===== config.mk =====
export PLATFORM = sky130hd
export DESIGN_NAME = hps_io
export DESIGN_NICKNAME = d
export VERILOG_FILES = /design/src/rtl/hps_cmd_pkg.sv /design/src/rtl/hps_core_pkg.sv /design/src/rtl/hps_cmd_decode.sv /design/src/rtl/hps_user_regs.sv /design/src/rtl/hps_file_loader.sv /design/src/rtl/hps_reply_mux.sv /design/src/rtl/hps_io.sv
export VERILOG_INCLUDE_DIRS = /design/src /design/src/rtl
export SDC_FILE = /design/constraint.sdc
export NUM_CORES = 1
export LEC_CHECK = 0
export ABC_AREA = 1
export ABC_CLOCK_PERIOD_IN_PS = 5400
export BUFFER_PORTS_ARGS = -buffer_cell sky130_fd_sc_hd__buf_2
export CAP_MARGIN = 10
export CELL_PAD_IN_SITES_DETAIL_PLACEMENT = 1
export CELL_PAD_IN_SITES_GLOBAL_PLACEMENT = 1
export CORE_MARGIN = 2
export CORE_UTILIZATION = 35
export CTS_CLUSTER_SIZE = 16
export DETAILED_ROUTE_END_ITERATION = 10
export GPL_TIMING_DRIVEN = 0
export MAX_ROUTING_LAYER = met4
export PLACE_DENSITY_LB_ADDON = 0.1
export REMOVE_ABC_BUFFERS = 1
export SYNTH_ARGS = -nofsm -noshare
export SYNTH_HDL_FRONTEND = slang
export SYNTH_SLANG_ARGS = --single-unit

===== constraint.sdc =====
create_clock -name clk_sys -period 5.4 [get_ports clk_sys]
set_input_delay 1.62 -clock clk_sys [delete_from_list [all_inputs] [get_ports clk_sys]]
set_output_delay 1.62 -clock clk_sys [all_outputs]
set_load 0.05 [all_outputs]

===== src/rtl/hps_settings.svh =====
// widths and limits shared by the host command port
// include this wherever a port or package needs one of the sizes

`ifndef HPS_SETTINGS_SVH
`define HPS_SETTINGS_SVH

// host bus word, one per io_strobe
`define HPS_WORD_W 16

// word counter, also the config string address
`define HPS_WCNT_W 10

// byte lanes on the config string and the download bus
`define HPS_BYTE_W 8

`define HPS_JOY_W 32
`define HPS_STATUS_W 64
`define HPS_STSET_W 4
`define HPS_IOADDR_W 27

`endif


===== src/rtl/hps_cmd_pkg.sv =====
// host protocol types: command codes and the per-word context seen by the executors
// import into any block that decodes or consumes host words

`include "hps_settings.svh"

package hps_cmd_pkg;

	// command codes, first word of each frame
	typedef enum logic [`HPS_WORD_W-1:0] {
		CMD_CFG      = 16'h0001,
		CMD_JOY0     = 16'h0002,
		CMD_JOY1     = 16'h0003,
		CMD_CFGSTR   = 16'h0014,
		CMD_STATUS   = 16'h001E,
		CMD_STSET    = 16'h0029,
		CMD_MENUMASK = 16'h002E,
		CMD_FILE_TX  = 16'h0053,
		CMD_FILE_DAT = 16'h0054,
		CMD_FILE_IDX = 16'h0055
	} hps_cmd_e;

	//////////////////////////////////////////////////
	// context for one data word
	//////////////////////////////////////////////////

	typedef struct packed {
		// one cycle per data word
		logic                    valid;
		hps_cmd_e                cmd;
		// first data word is 1
		logic [`HPS_WCNT_W-1:0] index;
		logic [`HPS_WORD_W-1:0] data;
		// enable still high
		logic                    open;
	} hps_word_t;

endpackage


===== src/rtl/hps_core_pkg.sv =====
// core-side types: joysticks, status, config word and the download bus
// import into blocks that face the game core

`include "hps_settings.svh"

package hps_core_pkg;

	typedef logic [`HPS_JOY_W-1:0]    hps_joy_t;
	typedef logic [`HPS_STATUS_W-1:0] hps_status_t;

	// config word as sent by the host, unused bits are kept for the frame layout
	typedef struct packed {
		logic [4:0] rsvd_15_11;
		logic       direct_video;
		logic [4:0] rsvd_9_5;
		logic       forced_scandoubler;
		logic [1:0] rsvd_3_2;
		logic [1:0] buttons;
	} hps_cfg_t;

	// status-set request, counter plus the last captured value
	typedef struct packed {
		logic [`HPS_STSET_W-1:0] cnt;
		hps_status_t             status_in;
	} hps_stset_t;

	//////////////////////////////////////////////////
	// file download bus
	//////////////////////////////////////////////////

	typedef struct packed {
		logic                      download;
		logic                      wr;
		logic [`HPS_WORD_W-1:0]   index;
		logic [`HPS_IOADDR_W-1:0] addr;
		logic [`HPS_BYTE_W-1:0]   dout;
	} ioctl_t;

endpackage


===== src/rtl/hps_cmd_decode.sv =====
// frames one host channel and turns each data strobe into a context pulse
// one instance per enable line, both share io_strobe and io_din

`timescale 1ns/1ps
`include "hps_settings.svh"

module hps_cmd_decode
	import hps_cmd_pkg::*;
(
	input  logic                   clk_sys,
	input  logic                   rst,
	input  logic                   frame_en,
	input  logic                   io_strobe,
	input  logic [`HPS_WORD_W-1:0] io_din,
	output hps_word_t              word
);

	logic                   has_cmd;
	hps_cmd_e               cmd_q;
	// number of the next data word, sticks at all ones
	logic [`HPS_WCNT_W-1:0] cnt;
	logic [`HPS_WCNT_W-1:0] idx_q;
	logic [`HPS_WORD_W-1:0] data_q;
	logic                   valid_q;
	logic                   open_q;

	always_ff @(posedge clk_sys) begin
		if (rst) begin
			has_cmd <= 1'b0;
			cmd_q   <= hps_cmd_e'('0);
			cnt     <= '0;
			idx_q   <= '0;
			valid_q <= 1'b0;
			open_q  <= 1'b0;
		end else begin
			valid_q <= 1'b0;
			open_q  <= frame_en;
			if (!frame_en) begin
				// frame closed, wait for the next command
				has_cmd <= 1'b0;
				cnt     <= '0;
				idx_q   <= '0;
			end else if (io_strobe) begin
				if (!has_cmd) begin
					cmd_q   <= hps_cmd_e'(io_din);
					has_cmd <= 1'b1;
					cnt     <= `HPS_WCNT_W'(1);
				end else begin
					valid_q <= 1'b1;
					idx_q   <= cnt;
					if (~&cnt) begin
						cnt <= cnt + 1'b1;
					end
				end
			end
		end
	end

	// word payload follows the bus on every strobe
	always_ff @(posedge clk_sys) begin
		if (io_strobe) begin
			data_q <= io_din;
		end
	end

	assign word = '{
		valid: valid_q,
		cmd:   cmd_q,
		index: idx_q,
		data:  data_q,
		open:  open_q
	};

endmodule


===== src/rtl/hps_user_regs.sv =====
// register commands from the host: config word, joysticks, status
// also tracks status-set requests raised by the core

`timescale 1ns/1ps
`include "hps_settings.svh"

module hps_user_regs
	import hps_cmd_pkg::*;
	import hps_core_pkg::*;
(
	input  logic        clk_sys,
	input  logic        rst,
	input  hps_word_t   word,
	input  logic        status_set,
	input  hps_status_t status_in,
	output hps_cfg_t    cfg,
	output hps_joy_t    joystick_0,
	output hps_joy_t    joystick_1,
	output hps_status_t status,
	output hps_stset_t  stset
);

	logic                    status_set_q;
	logic                    set_rise;
	logic [`HPS_STSET_W-1:0] stset_cnt;
	hps_status_t             status_req;

	// joystick arrives as low word then high word
	function automatic hps_joy_t joy_update(
		input hps_joy_t               joy,
		input logic [`HPS_WCNT_W-1:0] idx,
		input logic [`HPS_WORD_W-1:0] d
	);
		hps_joy_t r;
		r = joy;
		if (idx == `HPS_WCNT_W'(1)) begin
			r[`HPS_WORD_W-1:0] = d;
		end else if (idx == `HPS_WCNT_W'(2)) begin
			r[`HPS_JOY_W-1:`HPS_WORD_W] = d;
		end
		return r;
	endfunction

	assign set_rise = status_set & ~status_set_q;

	//////////////////////////////////////////////////
	// host writes
	//////////////////////////////////////////////////

	always_ff @(posedge clk_sys) begin
		if (rst) begin
			cfg        <= '0;
			joystick_0 <= '0;
			joystick_1 <= '0;
			status     <= '0;
		end else if (word.valid) begin
			case (word.cmd)
				CMD_CFG:  cfg <= hps_cfg_t'(word.data);
				CMD_JOY0: joystick_0 <= joy_update(joystick_0, word.index, word.data);
				CMD_JOY1: joystick_1 <= joy_update(joystick_1, word.index, word.data);
				CMD_STATUS: begin
					// least significant word first
					case (word.index)
						`HPS_WCNT_W'(1): status[15:0]  <= word.data;
						`HPS_WCNT_W'(2): status[31:16] <= word.data;
						`HPS_WCNT_W'(3): status[47:32] <= word.data;
						`HPS_WCNT_W'(4): status[63:48] <= word.data;
						default: ;
					endcase
				end
				default: ;
			endcase
		end
	end

	//////////////////////////////////////////////////
	// status-set request from the core
	//////////////////////////////////////////////////

	always_ff @(posedge clk_sys) begin
		if (rst) begin
			status_set_q <= 1'b0;
			stset_cnt    <= '0;
		end else begin
			status_set_q <= status_set;
			if (set_rise) begin
				stset_cnt <= stset_cnt + 1'b1;
			end
		end
	end

	always_ff @(posedge clk_sys) begin
		if (set_rise) begin
			status_req <= status_in;
		end
	end

	assign stset = '{cnt: stset_cnt, status_in: status_req};

endmodule


===== src/rtl/hps_file_loader.sv =====
// file download channel: index, start/stop and byte writes to the core
// the host paces data words against ioctl_wait

`timescale 1ns/1ps
`include "hps_settings.svh"

module hps_file_loader
	import hps_cmd_pkg::*;
	import hps_core_pkg::*;
(
	input  logic      clk_sys,
	input  logic      rst,
	input  hps_word_t word,
	output ioctl_t    ioctl
);

	localparam int ADDR_HI_W = `HPS_IOADDR_W - `HPS_WORD_W;

	logic                      download_q;
	logic                      wr_q;
	logic [`HPS_WORD_W-1:0]   index_q;
	// address presented with the write pulse
	logic [`HPS_IOADDR_W-1:0] addr_q;
	// address of the next byte
	logic [`HPS_IOADDR_W-1:0] next_addr;
	logic [`HPS_BYTE_W-1:0]   dout_q;

	always_ff @(posedge clk_sys) begin
		if (rst) begin
			download_q <= 1'b0;
			wr_q       <= 1'b0;
			index_q    <= '0;
		end else begin
			wr_q <= 1'b0;
			if (word.valid) begin
				case (word.cmd)
					CMD_FILE_IDX: index_q <= word.data;
					CMD_FILE_TX: begin
						if (word.index == `HPS_WCNT_W'(1)) begin
							download_q <= |word.data[`HPS_BYTE_W-1:0];
						end
					end
					CMD_FILE_DAT: begin
						if (download_q) begin
							wr_q <= 1'b1;
						end
					end
					default: ;
				endcase
			end
		end
	end

	//////////////////////////////////////////////////
	// address and data path
	//////////////////////////////////////////////////

	always_ff @(posedge clk_sys) begin
		if (word.valid) begin
			case (word.cmd)
				CMD_FILE_TX: begin
					case (word.index)
						`HPS_WCNT_W'(1): begin
							if (|word.data[`HPS_BYTE_W-1:0]) begin
								next_addr <= '0;
							end else if (download_q) begin
								// stop leaves the final length on the bus
								addr_q <= next_addr;
							end
						end
						`HPS_WCNT_W'(2): begin
							addr_q[`HPS_WORD_W-1:0]    <= word.data;
							next_addr[`HPS_WORD_W-1:0] <= word.data;
						end
						`HPS_WCNT_W'(3): begin
							addr_q[`HPS_IOADDR_W-1:`HPS_WORD_W]    <= word.data[ADDR_HI_W-1:0];
							next_addr[`HPS_IOADDR_W-1:`HPS_WORD_W] <= word.data[ADDR_HI_W-1:0];
						end
						default: ;
					endcase
				end
				CMD_FILE_DAT: begin
					if (download_q) begin
						addr_q    <= next_addr;
						dout_q    <= word.data[`HPS_BYTE_W-1:0];
						next_addr <= next_addr + 1'b1;
					end
				end
				default: ;
			endcase
		end
	end

	assign ioctl = '{
		download: download_q,
		wr:       wr_q,
		index:    index_q,
		addr:     addr_q,
		dout:     dout_q
	};

endmodule


===== src/rtl/hps_reply_mux.sv =====
// registered reply word for host read commands
// a reply holds until the next data word and clears when the frame closes

`timescale 1ns/1ps
`include "hps_settings.svh"

module hps_reply_mux
	import hps_cmd_pkg::*;
	import hps_core_pkg::*;
(
	input  logic                   clk_sys,
	input  logic                   rst,
	input  hps_word_t              word,
	input  hps_stset_t             stset,
	input  logic [`HPS_WORD_W-1:0] status_menumask,
	input  logic [`HPS_BYTE_W-1:0] cfg_dout,
	output logic [`HPS_WORD_W-1:0] io_dout
);

	always_ff @(posedge clk_sys) begin
		if (rst || !word.open) begin
			io_dout <= '0;
		end else if (word.valid) begin
			io_dout <= '0;
			case (word.cmd)
				CMD_STSET: begin
					case (word.index)
						// marker nibble plus request count
						`HPS_WCNT_W'(1): io_dout <= {8'h00, 4'hA, stset.cnt};
						`HPS_WCNT_W'(2): io_dout <= stset.status_in[15:0];
						`HPS_WCNT_W'(3): io_dout <= stset.status_in[31:16];
						`HPS_WCNT_W'(4): io_dout <= stset.status_in[47:32];
						`HPS_WCNT_W'(5): io_dout <= stset.status_in[63:48];
						default: ;
					endcase
				end
				CMD_MENUMASK: begin
					if (word.index == `HPS_WCNT_W'(1)) begin
						io_dout <= status_menumask;
					end
				end
				CMD_CFGSTR: io_dout <= {{(`HPS_WORD_W-`HPS_BYTE_W){1'b0}}, cfg_dout};
				default: ;
			endcase
		end
	end

endmodule


===== src/rtl/hps_io.sv =====
// host command port top: two framed channels, register, reply and download blocks
// strobe to reply or write is two clk_sys cycles

`timescale 1ns/1ps
`include "hps_settings.svh"

module hps_io
	import hps_cmd_pkg::*;
	import hps_core_pkg::*;
(
	input  logic                      clk_sys,
	input  logic                      rst,
	input  logic                      io_enable,
	input  logic                      fp_enable,
	input  logic                      io_strobe,
	input  logic [`HPS_WORD_W-1:0]   io_din,
	input  logic                      status_set,
	input  logic [`HPS_STATUS_W-1:0] status_in,
	input  logic [`HPS_WORD_W-1:0]   status_menumask,
	input  logic [`HPS_BYTE_W-1:0]   cfg_dout,
	input  logic                      ioctl_wait,
	output logic [`HPS_WORD_W-1:0]   io_dout,
	output logic [`HPS_WCNT_W-1:0]   cfg_addr,
	output logic [1:0]                buttons,
	output logic                      forced_scandoubler,
	output logic                      direct_video,
	output logic [`HPS_JOY_W-1:0]    joystick_0,
	output logic [`HPS_JOY_W-1:0]    joystick_1,
	output logic [`HPS_STATUS_W-1:0] status,
	output logic                      ioctl_download,
	output logic                      ioctl_wr,
	output logic [`HPS_WORD_W-1:0]   ioctl_index,
	output logic [`HPS_IOADDR_W-1:0] ioctl_addr,
	output logic [`HPS_BYTE_W-1:0]   ioctl_dout,
	output logic                      hps_wait
);

	hps_word_t  io_word;
	hps_word_t  fp_word;
	hps_cfg_t   cfg;
	hps_stset_t stset;
	ioctl_t     ioctl;

	//////////////////////////////////////////////////
	// channel framing
	//////////////////////////////////////////////////

	hps_cmd_decode io_dec (
		.clk_sys   (clk_sys),
		.rst       (rst),
		.frame_en  (io_enable),
		.io_strobe (io_strobe),
		.io_din    (io_din),
		.word      (io_word)
	);

	hps_cmd_decode fp_dec (
		.clk_sys   (clk_sys),
		.rst       (rst),
		.frame_en  (fp_enable),
		.io_strobe (io_strobe),
		.io_din    (io_din),
		.word      (fp_word)
	);

	//////////////////////////////////////////////////
	// command execution
	//////////////////////////////////////////////////

	hps_user_regs u_user_regs (
		.clk_sys    (clk_sys),
		.rst        (rst),
		.word       (io_word),
		.status_set (status_set),
		.status_in  (status_in),
		.cfg        (cfg),
		.joystick_0 (joystick_0),
		.joystick_1 (joystick_1),
		.status     (status),
		.stset      (stset)
	);

	hps_reply_mux u_reply_mux (
		.clk_sys         (clk_sys),
		.rst             (rst),
		.word            (io_word),
		.stset           (stset),
		.status_menumask (status_menumask),
		.cfg_dout        (cfg_dout),
		.io_dout         (io_dout)
	);

	hps_file_loader u_file_loader (
		.clk_sys (clk_sys),
		.rst     (rst),
		.word    (fp_word),
		.ioctl   (ioctl)
	);

	// config string is addressed by the current word number
	assign cfg_addr = io_word.index;

	assign buttons            = cfg.buttons;
	assign forced_scandoubler = cfg.forced_scandoubler;
	assign direct_video       = cfg.direct_video;

	assign ioctl_download = ioctl.download;
	assign ioctl_wr       = ioctl.wr;
	assign ioctl_index    = ioctl.index;
	assign ioctl_addr     = ioctl.addr;
	assign ioctl_dout     = ioctl.dout;

	// only back-pressure toward the host
	assign hps_wait = ioctl_wait;

endmodule


### Word level (Yosys, flattened, before mapping)

Cells that the tools add are included.
W data, S select, Z words.

| storage, ports and cells | value |
|---|---|
| flip-flop bits (word level) | 390 |
| input port bits | 111 |
| output and inout bits | 212 |

| cells by class | value |
|---|---|
| add/subtract/negate cells | 4 |
| equality and inequality tests | 25 |
| mux-type cells | 20 |
| bitwise operators | 10 |
| reduce and logical (&&, ||, !) cells | 33 |

Operators by type and width:

| kind | number |
|---|---|
| $mux W27 | 4 |
| $pmux W27 S2 | 2 |
| $pmux W16 S5 | 1 |
| $pmux W16 S2 | 2 |
| $eq A16 B7 Y1 const B | 3 |
| $pmux W16 S3 | 1 |
| $pmux W11 S2 | 2 |
| $eq A10 B2 Y1 const B | 4 |
| $mux W10 | 4 |
| $eq A16 B2 Y1 const B | 2 |
| $eq A16 B5 Y1 const B | 2 |
| $eq A16 B6 Y1 const B | 2 |
| $reduce_and A3 Y1 | 10 |
| $add A27 B1 Y27 const B | 1 |
| $add A10 B1 Y10 const B | 2 |
| $eq A10 B1 Y1 const B | 2 |
| $eq A10 B3 Y1 const B | 2 |
| $reduce_and A10 Y1 | 2 |
| $eq A16 B1 Y1 const B | 1 |
| $mux W16 | 1 |
| $reduce_and A4 Y1 | 4 |
| $reduce_and A2 Y1 | 6 |
| $reduce_and A5 Y1 | 2 |
| $not A1 Y1 | 9 |
| other kinds (14) | 21 |

### Depth between registers and ports, before layout

Gate-level depths: netlist (run 1).

| logic depth | value |
|---|---|
| depth after elaboration | 4 |
| mapped depth | 11 |

### Hierarchy

From an unflattened synthesis (run 1), not the netlist that was laid out.

| unflattened totals | value |
|---|---|
| cell total of the unflattened synthesis | 2314 |
| area total of the unflattened synthesis | 18631.6 um^2 |

By module, submodules not included:

| module | times used | cells each | area an instance (um^2) |
|---|---|---|---|
| hps_user_regs | 1 | 937 | 8155.3 |
| hps_file_loader | 1 | 611 | 4575.6 |
| hps_cmd_decode | 2 | 239 | 2139.6 |
| hps_reply_mux | 1 | 287 | 1614.0 |
| hps_io | 1 | 1 | 7.5 |

### Worst setup path after synthesis (run 1)

OpenSTA, ideal clock, no wires.

| timing path | value |
|---|---|
| kind | input -> register |
| from | input status_set |
| to | register u_user_regs.stset_cnt[3] |
| setup time | 0.132 ns |
| data arrival time | 5.171 ns |
| data required time | 5.268 ns |
| slack | 0.097 ns |
| cell stages on the path | 6 |
| buffers on the path | 0 |
| path through | inv_1 nor2_1 nand2_1 nor2_1 and3_1 nor3_1 |

| between the ends | value |
|---|---|
| longest elaborated chain between the ends | 1 |

Ends and longest elaborated chain:

| element | RTL line | RTL |
|---|---|---|
| start, declared | hps_io.sv:17 | `input logic status_set,` |
| $and A1 B1 Y1 | hps_user_regs.sv:44 | `assign set_rise = status_set & ~status_set_q;` |
| named net u_user_regs.set_rise | hps_user_regs.sv:24 | `logic set_rise;` |
| end signal, assigned | hps_user_regs.sv:87 | `stset_cnt <= stset_cnt + 1'b1;` |
| end, declared | hps_user_regs.sv:25 | `` logic [`HPS_STSET_W-1:0] stset_cnt; `` |

The timed path passes the listed nets, and every way through them passes these cells.
A chain may end at the register's enable or synchronous reset.

### Worst setup path after layout (run 1)

| timing path | value |
|---|---|
| from | register u_file_loader.download_q |
| to | output ioctl_download |

RTL lines:

| element | RTL line | RTL |
|---|---|---|
| start, declared | hps_file_loader.sv:19 | `logic download_q;` |
| start signal, assigned | hps_file_loader.sv:40 | `` download_q <= \|word.data[`HPS_BYTE_W-1:0]; `` |
| end, declared | hps_io.sv:30 | `output logic ioctl_download,` |

No word-level cell between the ends.

==> flow_metrics.py, run 1 <==
metrics = {
    "sta": {
        "setup_slack_ns": 1.93,
        "setup_tns_ns": 0,
        "finalCritPeriodShare": 0.642,
        "finClkSkew_ns": 0.0113,
        "setup_viol": 0,
        "max_freq_ghz": 0.288,
        "slew_violations": 0,
        "tightest_slew_ns": 1.15,
        "fin_crit_ns": 3.47,
        "max_slew_margin": 0.230,
        "hold_viol_final": 0,
        "rsz0062_at_grt": "no",
    },
    "clocking": {
        "holdBufCountCts": 0,
        "cts_root_buffer": "clkbuf_16",
        "cts_tree": "done",
        "clk_pin_slew_ns": 0.06,
        "post_cts_resized": 0,
        "cts.sinks": 390,
        "cts.htree.levels": 2,
        "postCtsSetupBuffers": 0,
        "worstSkewPairLatency_ns": 0.57,
        "max-clock-path-buffers": 3,
        "cts_buffers": 44,
    },
    "setup_path": {
        "critPathTopFamily": "flip-flops",
        "crit_arrival_ns": 1.85,
        "start_kind": "flip-flop",
        "cp.required_ns": 3.78,
        "path_class": "reg -> out",
        "crit_fanout": 42,
        "slowest_stage": "dfxtp_2",
        "slowest_delay_ns": 0.86,
        "crit_path_cell_trace": "buf_2",
        "cp.buffers_inverters": 1,
        "end_kind": "primary output",
    },
    "placed_design": {
        "numPortBuffers": 320,
        "routabilityCongestion": 0.813,
        "dp_hpwl_um": 37400,
        "place_ws_ns": 1.38,
    },
    "global_routing": {
        "grt_first_pass_wirelength_um": 81600,
        "overflow": 0,
        "first_global_vias": 14006,
        "grt_antenna_before_repair": 7,
        "grt_max_degree": 90,
        "track_usage": 0.231,
    },
    "cells_and_area": {
        "final_cell_mix": "320 x buf_2, 247 x dfxtp_1, 227 x o21ai_0",
        "final_nets": 2194,
        "final_common_cell": "buf_2",
        "area_delta_synth_final_pct": 23.8,
        "drive_above_1_share": 0.213,
    },
    "die": {
        "dieHeight_um": 216,
        "rows": 77,
        "initial_core_util": 0.355,
        "die_area_um2": 46600,
        "die_w_um": 216,
        "core_region_area_um2": 44300,
        "ios": 323,
    },
    "routing": {
        "drc": 0,
        "firstDrtPassIters": 4,
        "wl_um": 53500,
        "drtIter0Drc": 637,
        "drtAntennaViolNets": 0,
        "wl_per_cell_um": 19.7,
        "vias": 13818,
        "avgViaCountPerCell": 5.09,
    },
    "yosys": {
        "yosysSeqAreaShare": 0.587,
        "ys_ff_latch": 390,
        "synth_cell_type_count": 37,
        "synth_edf_count": 142,
        "synthCells": 1793,
        "syn_area_um2": 15700,
        "synth_area_per_cell_um2": 8.77,
        "synthFlopType": "dfxtp_1",
        "yosysWarnings": 0,
        "ys_async_sr_fraction": 0,
    },
    "power_and_ir_drop": {
        "powerDensity_nw_per_um2": 334,
        "p_leak_nw": 8.23,
        "vdd_drop_max_mv": 0.224,
        "total_power_mw": 6.51,
    },
    "run_status": {
        "status": "completed",
    },
    "flow_run": {
        "maxCapViolations": 0,
    },
    "worst_hold_path": {
        "hold_path_class": "reg -> reg",
    },
}
-- cell usage after synthesis (7+ instances only) --
master / number / area, µm²
o21ai_0: 227 / 1140
edfxtp_1: 142 / 4260
nor2_2: 7 / 43.8
nor2_1: 200 / 751
dfxtp_1: 248 / 4960
buf_2: 35 / 175
nor3_1: 20 / 100
o22ai_1: 7 / 43.8
o21ai_1: 14 / 70.1
o211ai_1: 22 / 165
inv_2: 8 / 30.0
nand3_1: 131 / 656
a21oi_1: 192 / 961
nand4_1: 34 / 213
nand2_1: 222 / 833
a211oi_1: 16 / 120
inv_1: 160 / 601
clkbuf_1: 54 / 203
or2_2: 16 / 100
-- metrics by stage --
| stage | instances | hold slack [ns] | utilization | cell area, µm² |
|---|---|---|---|---|
| floorplan | 1700 | 0.425 | - | 15300 |
| global placement | 2612 | 0.431 | 0.399 | 17700 |
| detailed placement | 2620 | 0.440 | 0.403 | 17800 |
| CTS | 2701 | 0.448 | 0.437 | 19400 |
| global route | 2713 | 0.466 | 0.439 | 19500 |
| finish | 2713 | 0.445 | 0.439 | 19500 |
-- tightest hold or removal path: cells and delay by family, from the launching register on --
family	cells	cell delay [ns]
compound gates	1	0.05
buf+inv	1	0.05
flops	1	0.30
-- state kept, by name, summed over array words and instances, names as in the netlist, 16 cells and up --
name / flops
u_user_regs.joystick_0: 32
u_reply_mux.io_dout: 16
u_file_loader.index_q: 16
u_user_regs.joystick_1: 32
u_file_loader.addr_q: 27
io_dec.cmd_q: 16
fp_dec.cmd_q: 16
u_user_regs.status_req: 64
u_user_regs.status: 64
u_file_loader.next_addr: 27
fp_dec.data_q: 16
-- final timing paths --
path / from / endpoint / slack (ns) / cells after the start
hold reg to reg: u_file_loader.index_q[12] / u_file_loader.index_q[12] / 0.45 / 2
setup / recovery: u_file_loader.download_q / ioctl_download / 1.93 / 1
setup reg to reg: fp_dec.cmd_q[13] / u_file_loader.next_addr[22] / 2.15 / 7
hold / removal: u_file_loader.index_q[12] / u_file_loader.index_q[12] / 0.45 / 2
-- cell families (layout without fill, tap and decap cells) --
family / Yosys count / after routing / synth area share
AO/OA/AOI/OAI: 487 / 487 / 0.163
XOR/XNOR: 4 / 4 / 0.00223
adder cells (fa/ha/maj): 4 / 4 / 0.00318
buffers and inverters: 265 / 586 / 0.0665
flip-flops: 390 / 390 / 0.587
other: 0 / 7 / 0
AND/OR/NAND/NOR: 643 / 643 / 0.178
-- per-layer routing --
metal | vias up | GRT usage | wire (µm)
met5 | - | - | 0
met4 | 0 | 0.0785 | 1640
met3 | 106 | 0.0452 | 2670
met2 | 311 | 0.393 | 26500
met1 | 6712 | 0.274 | 22700
li1 | 6689 | - | -
-- layout make-up --
| cell class | count | area [µm²] |
|---|---|---|
| diodes | 7 | 17.5 |
| clock buffers | 66 | 1390 |
| repair buffers | 333 | 1840 |
| inverters | 172 | 651 |
| clock inverters | 15 | 129 |
| fillers | 5313 | 24800 |
| well taps | 592 | 741 |
| flip-flops and latches | 390 | 9230 |
| multi-input cells | 1138 | 5480 |
-- power by group --
group          total, mW  internal (mW)  switching (mW)
clock network       3.10           1.87            1.23
registers           3.16           3.10          0.0543
logic              0.256         0.0706           0.186
(Power assumes the default switching activity.)
==> inputs of run 2 (changes only) <==
--- a/config.mk
+++ b/config.mk
@@ -7,7 +7,7 @@
 export NUM_CORES = 1
 export LEC_CHECK = 0
 export ABC_AREA = 1
-export ABC_CLOCK_PERIOD_IN_PS = 5400
+export ABC_CLOCK_PERIOD_IN_PS = 3400
 export BUFFER_PORTS_ARGS = -buffer_cell sky130_fd_sc_hd__buf_2
 export CAP_MARGIN = 10
 export CELL_PAD_IN_SITES_DETAIL_PLACEMENT = 1
==> constraint.sdc (replaced) <==
create_clock -name clk_sys -period 3.4 [get_ports clk_sys]
set_input_delay 1.02 -clock clk_sys [delete_from_list [all_inputs] [get_ports clk_sys]]
set_output_delay 1.02 -clock clk_sys [all_outputs]
set_load 0.05 [all_outputs]
==> run 2 against run 1 <==
  * Setup slack worse by 1.6 ns
  * Critical path depth is 7 higher
  * Register-to-register slack worse by 1.9 ns
  * Cell count about the same
  * Clock skew rose by 0.0022 ns
  * Non-clock buffer count is 3 lower
  * Total power increased by 59%
  * Flip-flop and latch count stayed put
==> flow_metrics.py, run 2 (synthesis gave the netlist of run 1 again) <==
metrics = {
    "run_status": {
        "status": "completed",
    },
    "cells_and_area": {
        "multi_input_area_um2": 5520,
        "reg.largest.list": "u_user_regs.status (64), u_user_regs.status_req (64)",
        "fillCellCount": 5320,
        "drive_above_1_share": 0.214,
        "post-route-cell-area_um2": 19500,
        "final_nets": 2192,
        "final_common_cell": "buf_2",
        "area_delta_synth_final_pct": 23.7,
        "final-instance-count-excl-fill": 2711,
        "final_cell_mix": "320 x buf_2, 246 x dfxtp_1, 227 x o21ai_0",
        "seq_area_um2": 9230,
    },
    "power_and_ir_drop": {
        "vdd_drop_max_mv": 0.356,
        "p_leak_nw": 8.21,
        "combPwrFrac": 0.040,
        "clkPwrFrac": 0.476,
        "total_power_mw": 10.4,
        "p_sw_mw": 2.34,
        "switching_share": 0.226,
        "seqPwrFrac": 0.485,
        "p_int_mw": 8.01,
        "powerDensity_nw_per_um2": 532,
    },
    "routing": {
        "drtIter0Drc": 605,
        "drtAntennaViolNets": 0,
        "drc": 0,
        "wl_per_cell_um": 19.8,
        "vias": 13814,
        "avgViaCountPerCell": 5.10,
        "firstDrtPassIters": 5,
        "wl_um": 53600,
    },
    "clocking": {
        "cts_root_buffer": "clkbuf_16",
        "clk_pin_slew_ns": 0.06,
        "worstSkewPairLatency_ns": 0.57,
        "cts.htree.levels": 2,
        "max-clock-path-buffers": 3,
        "cts_buffers": 44,
        "holdBufCountCts": 0,
        "cts_tree": "done",
        "cts.sinks": 390,
        "postCtsSetupBuffers": 0,
    },
    "die": {
        "rows": 77,
        "die_w_um": 216,
        "die_area_um2": 46600,
        "dieHeight_um": 216,
        "initial_core_util": 0.355,
        "ios": 323,
        "core_region_area_um2": 44300,
    },
    "global_routing": {
        "grt_max_degree": 90,
        "overflow": 0,
        "track_usage": 0.231,
        "first_global_vias": 14006,
        "grt_antenna_before_repair": 7,
        "grt_first_pass_wirelength_um": 81600,
    },
    "placed_design": {
        "place_ws_ns": -0.0519,
        "numPortBuffers": 320,
        "routabilityCongestion": 0.813,
        "postPlaceCellArea_um2": 17800,
        "placed_cells": 2620,
        "dp_hpwl_um": 37400,
    },
    "setup_path": {
        "path_class": "reg -> reg",
        "end_kind": "flip-flop",
        "start_kind": "flip-flop",
        "crit_arrival_ns": 3.41,
        "r2r_start": "fp_dec.cmd_q[13]",
        "r2r_slack_ns": 0.28,
        "crit_start": "fp_dec.cmd_q[13]",
        "crit_fanout": 22,
        "cp.required_ns": 3.69,
    },
    "sta": {
        "hold_slack_ns": 0.445,
        "finClkSkew_ns": 0.0135,
        "tightest_slew_ns": 1.14,
        "rsz0062_at_grt": "no",
        "setup_slack_ns": 0.283,
        "max_slew_margin": 0.235,
        "setup_viol": 0,
        "max_freq_ghz": 0.321,
        "fin_crit_ns": 3.12,
        "finalCritPeriodShare": 0.917,
        "slew_violations": 0,
        "hold_viol_final": 0,
    },
    "worst_hold_path": {
        "hold_path_class": "reg -> reg",
        "min_from": "u_file_loader.index_q[12]",
    },
    "flow_run": {
        "maxCapViolations": 0,
    },
}
-- run 2: worst max-delay path, cell delays in order (launching register included) --
cell     delay [ns]
dfxtp_1        0.29
inv_1          0.06
nand4_1        0.11
nor2_1         0.39
nand3_1        0.61
inv_1          0.83
nand2_1        0.14
nand3_1        0.21
nor2_2         0.18
-- run 2: through the flow --
stage               utilization  setup TNS [ns]
finish                    0.439               0
global route              0.439               0
CTS                       0.437               0
detailed placement        0.403          -0.394
global placement          0.399         -796.33
floorplan                     -          -95.53
-- run 2: timing repair --
action                                  4_1_cts  5_1_grt
resized for setup                             3        5
cloned                                        0        1
pin swaps                                     0        1
endpoints found under the setup margin       18       75
-- run 2: path summary, 6_finish.rpt --
kind                                 end  depth (start not counted)
max          u_file_loader.next_addr[22]                          8
min            u_file_loader.index_q[12]                          2
max reg2reg  u_file_loader.next_addr[22]                          8
min reg2reg    u_file_loader.index_q[12]                          2
-- run 2: area by class of cell --
type	count	share of cell area
clock inverters	15	0.00662
clock buffers	66	0.0713
inverters	172	0.0334
flip-flops and latches	390	0.474
repair buffers	330	0.0916
multi-input cells	1139	0.284
diodes	7	0.000900
well taps	592	0.0381
-- run 2: power groups by stage --
stage          logic [mW]  clock network (mW)  registers [mW]
3_5_place_dp        0.413                   0            5.12
3_3_place_gp        0.395                   0            5.12
5_1_grt             0.459                5.22            5.02
4_1_cts             0.415                5.05            5.02
6_report            0.412                4.92            5.02
2_1_floorplan       0.195                   0            5.08
-- run 2: metal layers --
layer  wire [µm]  GRT usage  share of wire  vias up
li1            -          -              -     6692
met1       22800      0.274           0.43     6709
met2       26600      0.394           0.50      306
met3        2570     0.0452          0.048      107
met4        1640     0.0785          0.031        0
met5           0          -              0        -
==> inputs of run 3 (changes only) <==
--- a/config.mk
+++ b/config.mk
@@ -17,7 +17,6 @@
 export CTS_CLUSTER_SIZE = 16
 export DETAILED_ROUTE_END_ITERATION = 10
 export GPL_TIMING_DRIVEN = 0
-export MAX_ROUTING_LAYER = met4
 export PLACE_DENSITY_LB_ADDON = 0.1
 export REMOVE_ABC_BUFFERS = 1
 export SYNTH_ARGS = -nofsm -noshare
==> run 3 against run 2 <==
  * Maximum frequency increased by 1.2%
  * Cell count decreased by 0.18%
  * Setup slack improved by 0.036 ns
  * Largest power group unchanged
==> flow_metrics.py, run 3 (synthesis gave the netlist of run 1 again) <==
metrics = {
    "cells_and_area": {
        "drive_above_1_share": 0.214,
        "final_nets": 2192,
        "reg.largest.list": "u_user_regs.status (64), u_user_regs.status_req (64)",
        "final-instance-count-excl-fill": 2706,
        "final_common_cell": "buf_2",
        "post-route-cell-area_um2": 19400,
        "final_cell_mix": "320 x buf_2, 246 x dfxtp_1, 227 x o21ai_0",
        "post-route-util": 0.439,
        "area_delta_synth_final_pct": 23.6,
    },
    "clocking": {
        "cts_root_buffer": "clkbuf_16",
        "postCtsSetupBuffers": 0,
        "holdBufCountCts": 0,
        "cts.htree.levels": 2,
        "cts.sinks": 390,
        "max-clock-path-buffers": 3,
        "worstSkewPairLatency_ns": 0.57,
        "cts_buffers": 44,
        "clk_pin_slew_ns": 0.06,
        "cts_tree": "done",
    },
    "placed_design": {
        "placed_cells": 2620,
        "place_ws_ns": -0.0519,
        "numPortBuffers": 320,
        "dp_hpwl_um": 37400,
        "routabilityCongestion": 0.800,
        "postPlaceCellArea_um2": 17800,
    },
    "setup_path": {
        "slowest_delay_ns": 0.82,
        "r2r_start": "fp_dec.cmd_q[14]",
        "crit_path_cell_trace": "inv_1, nand4_1, nor2_1, nand3_1, inv_1, nand2_1, nand3_1, nor2_2",
        "crit_start": "fp_dec.cmd_q[14]",
        "path_depth": 8,
        "cp.required_ns": 3.69,
        "slowest_stage": "inv_1",
        "crit_fanout": 22,
        "endpoint": "u_file_loader.next_addr[24]",
        "cp.buffers_inverters": 2,
        "r2r_end": "u_file_loader.next_addr[24]",
        "end_kind": "flip-flop",
        "crit_arrival_ns": 3.37,
        "r2r_slack_ns": 0.32,
        "path_class": "reg -> reg",
        "start_kind": "flip-flop",
        "r2r_cells": 8,
        "critPathTopFamily": "simple AND/OR/NAND/NOR gates",
    },
    "sta": {
        "setup_viol": 0,
        "finalCritPeriodShare": 0.906,
        "slew_violations": 0,
        "max_slew_margin": 0.240,
        "fin_crit_ns": 3.08,
        "hold_viol_final": 0,
        "hold_slack_ns": 0.446,
        "rsz0062_at_grt": "no",
        "finClkSkew_ns": 0.0146,
        "max_freq_ghz": 0.325,
        "tightest_slew_ns": 1.13,
        "setup_slack_ns": 0.319,
        "setup_tns_ns": 0,
    },
    "routing": {
        "drtIter0Drc": 598,
        "avgViaCountPerCell": 5.10,
        "firstDrtPassIters": 4,
        "drtAntennaViolNets": 0,
        "drc": 0,
        "vias": 13810,
        "wl_per_cell_um": 19.9,
        "wl_um": 53700,
    },
    "global_routing": {
        "grt_max_degree": 90,
        "overflow": 0,
        "first_global_vias": 14002,
        "track_usage": 0.225,
        "grt_antenna_before_repair": 7,
        "grt_first_pass_wirelength_um": 81700,
    },
    "power_and_ir_drop": {
        "p_leak_nw": 8.21,
        "total_power_mw": 10.4,
        "powerDensity_nw_per_um2": 532,
        "vdd_drop_max_mv": 0.356,
    },
    "die": {
        "die_w_um": 216,
        "ios": 323,
        "dieHeight_um": 216,
        "rows": 77,
        "initial_core_util": 0.355,
        "core_region_area_um2": 44300,
        "die_area_um2": 46600,
    },
    "flow_run": {
        "maxCapViolations": 0,
    },
    "run_status": {
        "status": "completed",
    },
    "worst_hold_path": {
        "hold_path_class": "reg -> reg",
    },
}
[run 3: changes by cell type in the layout (fill, tap and decap cells not counted)]
cell,before,now
diode_2,7,2
[run 3: how the worst min path moves through the flow]
stage                              startpoint                        end  slack [ns]  cells after the start
detailed placement  u_file_loader.index_q[12]  u_file_loader.index_q[12]        0.44                      2
CTS                 u_file_loader.index_q[12]  u_file_loader.index_q[12]        0.45                      2
finish              u_file_loader.index_q[13]  u_file_loader.index_q[13]        0.45                      2
floorplan                     fp_dec.cmd_q[6]            fp_dec.cmd_q[6]        0.43                      2
global placement     u_file_loader.index_q[0]   u_file_loader.index_q[0]        0.43                      2
global route        u_file_loader.index_q[13]  u_file_loader.index_q[13]        0.47                      2
[run 3: final cells by class]
cell class | count | area (µm²)
Fill cell | 5315 | 24900
Sequential cell | 390 | 9230
Multi-Input combinational cell | 1139 | 5520
Timing Repair Buffer | 330 | 1780
Clock buffer | 66 | 1390
Tap cell | 592 | 741
Inverter | 172 | 651
Clock inverter | 15 | 129
Antenna cell | 2 | 5.00
[run 3: what timing repair did]
item,CTS,global route
cloned,0,1
pin swaps,0,1
hold endpoints to repair,0,0
resized for setup,3,5
setup endpoints to repair,18,75
[run 3: worst min-delay path, cell delays in order, from the launching register on]
cell and delay (ns):
dfxtp_1 0.31, inv_1 0.05, a21oi_1 0.05
[run 3: report_power, final]
part	internal [mW]	leakage [nW]	switching [mW]
clock network	2.97	0.759	1.95
logic	0.113	4.14	0.300
registers	4.93	3.31	0.0858
[run 3: metal layers]
metal | global-route usage | vias up | routed length [µm]
li1 | - | 6678 | -
met1 | 0.274 | 6728 | 22900
met2 | 0.394 | 289 | 26500
met3 | 0.0459 | 107 | 2630
met4 | 0.0785 | 8 | 1660
met5 | 0 | - | 46
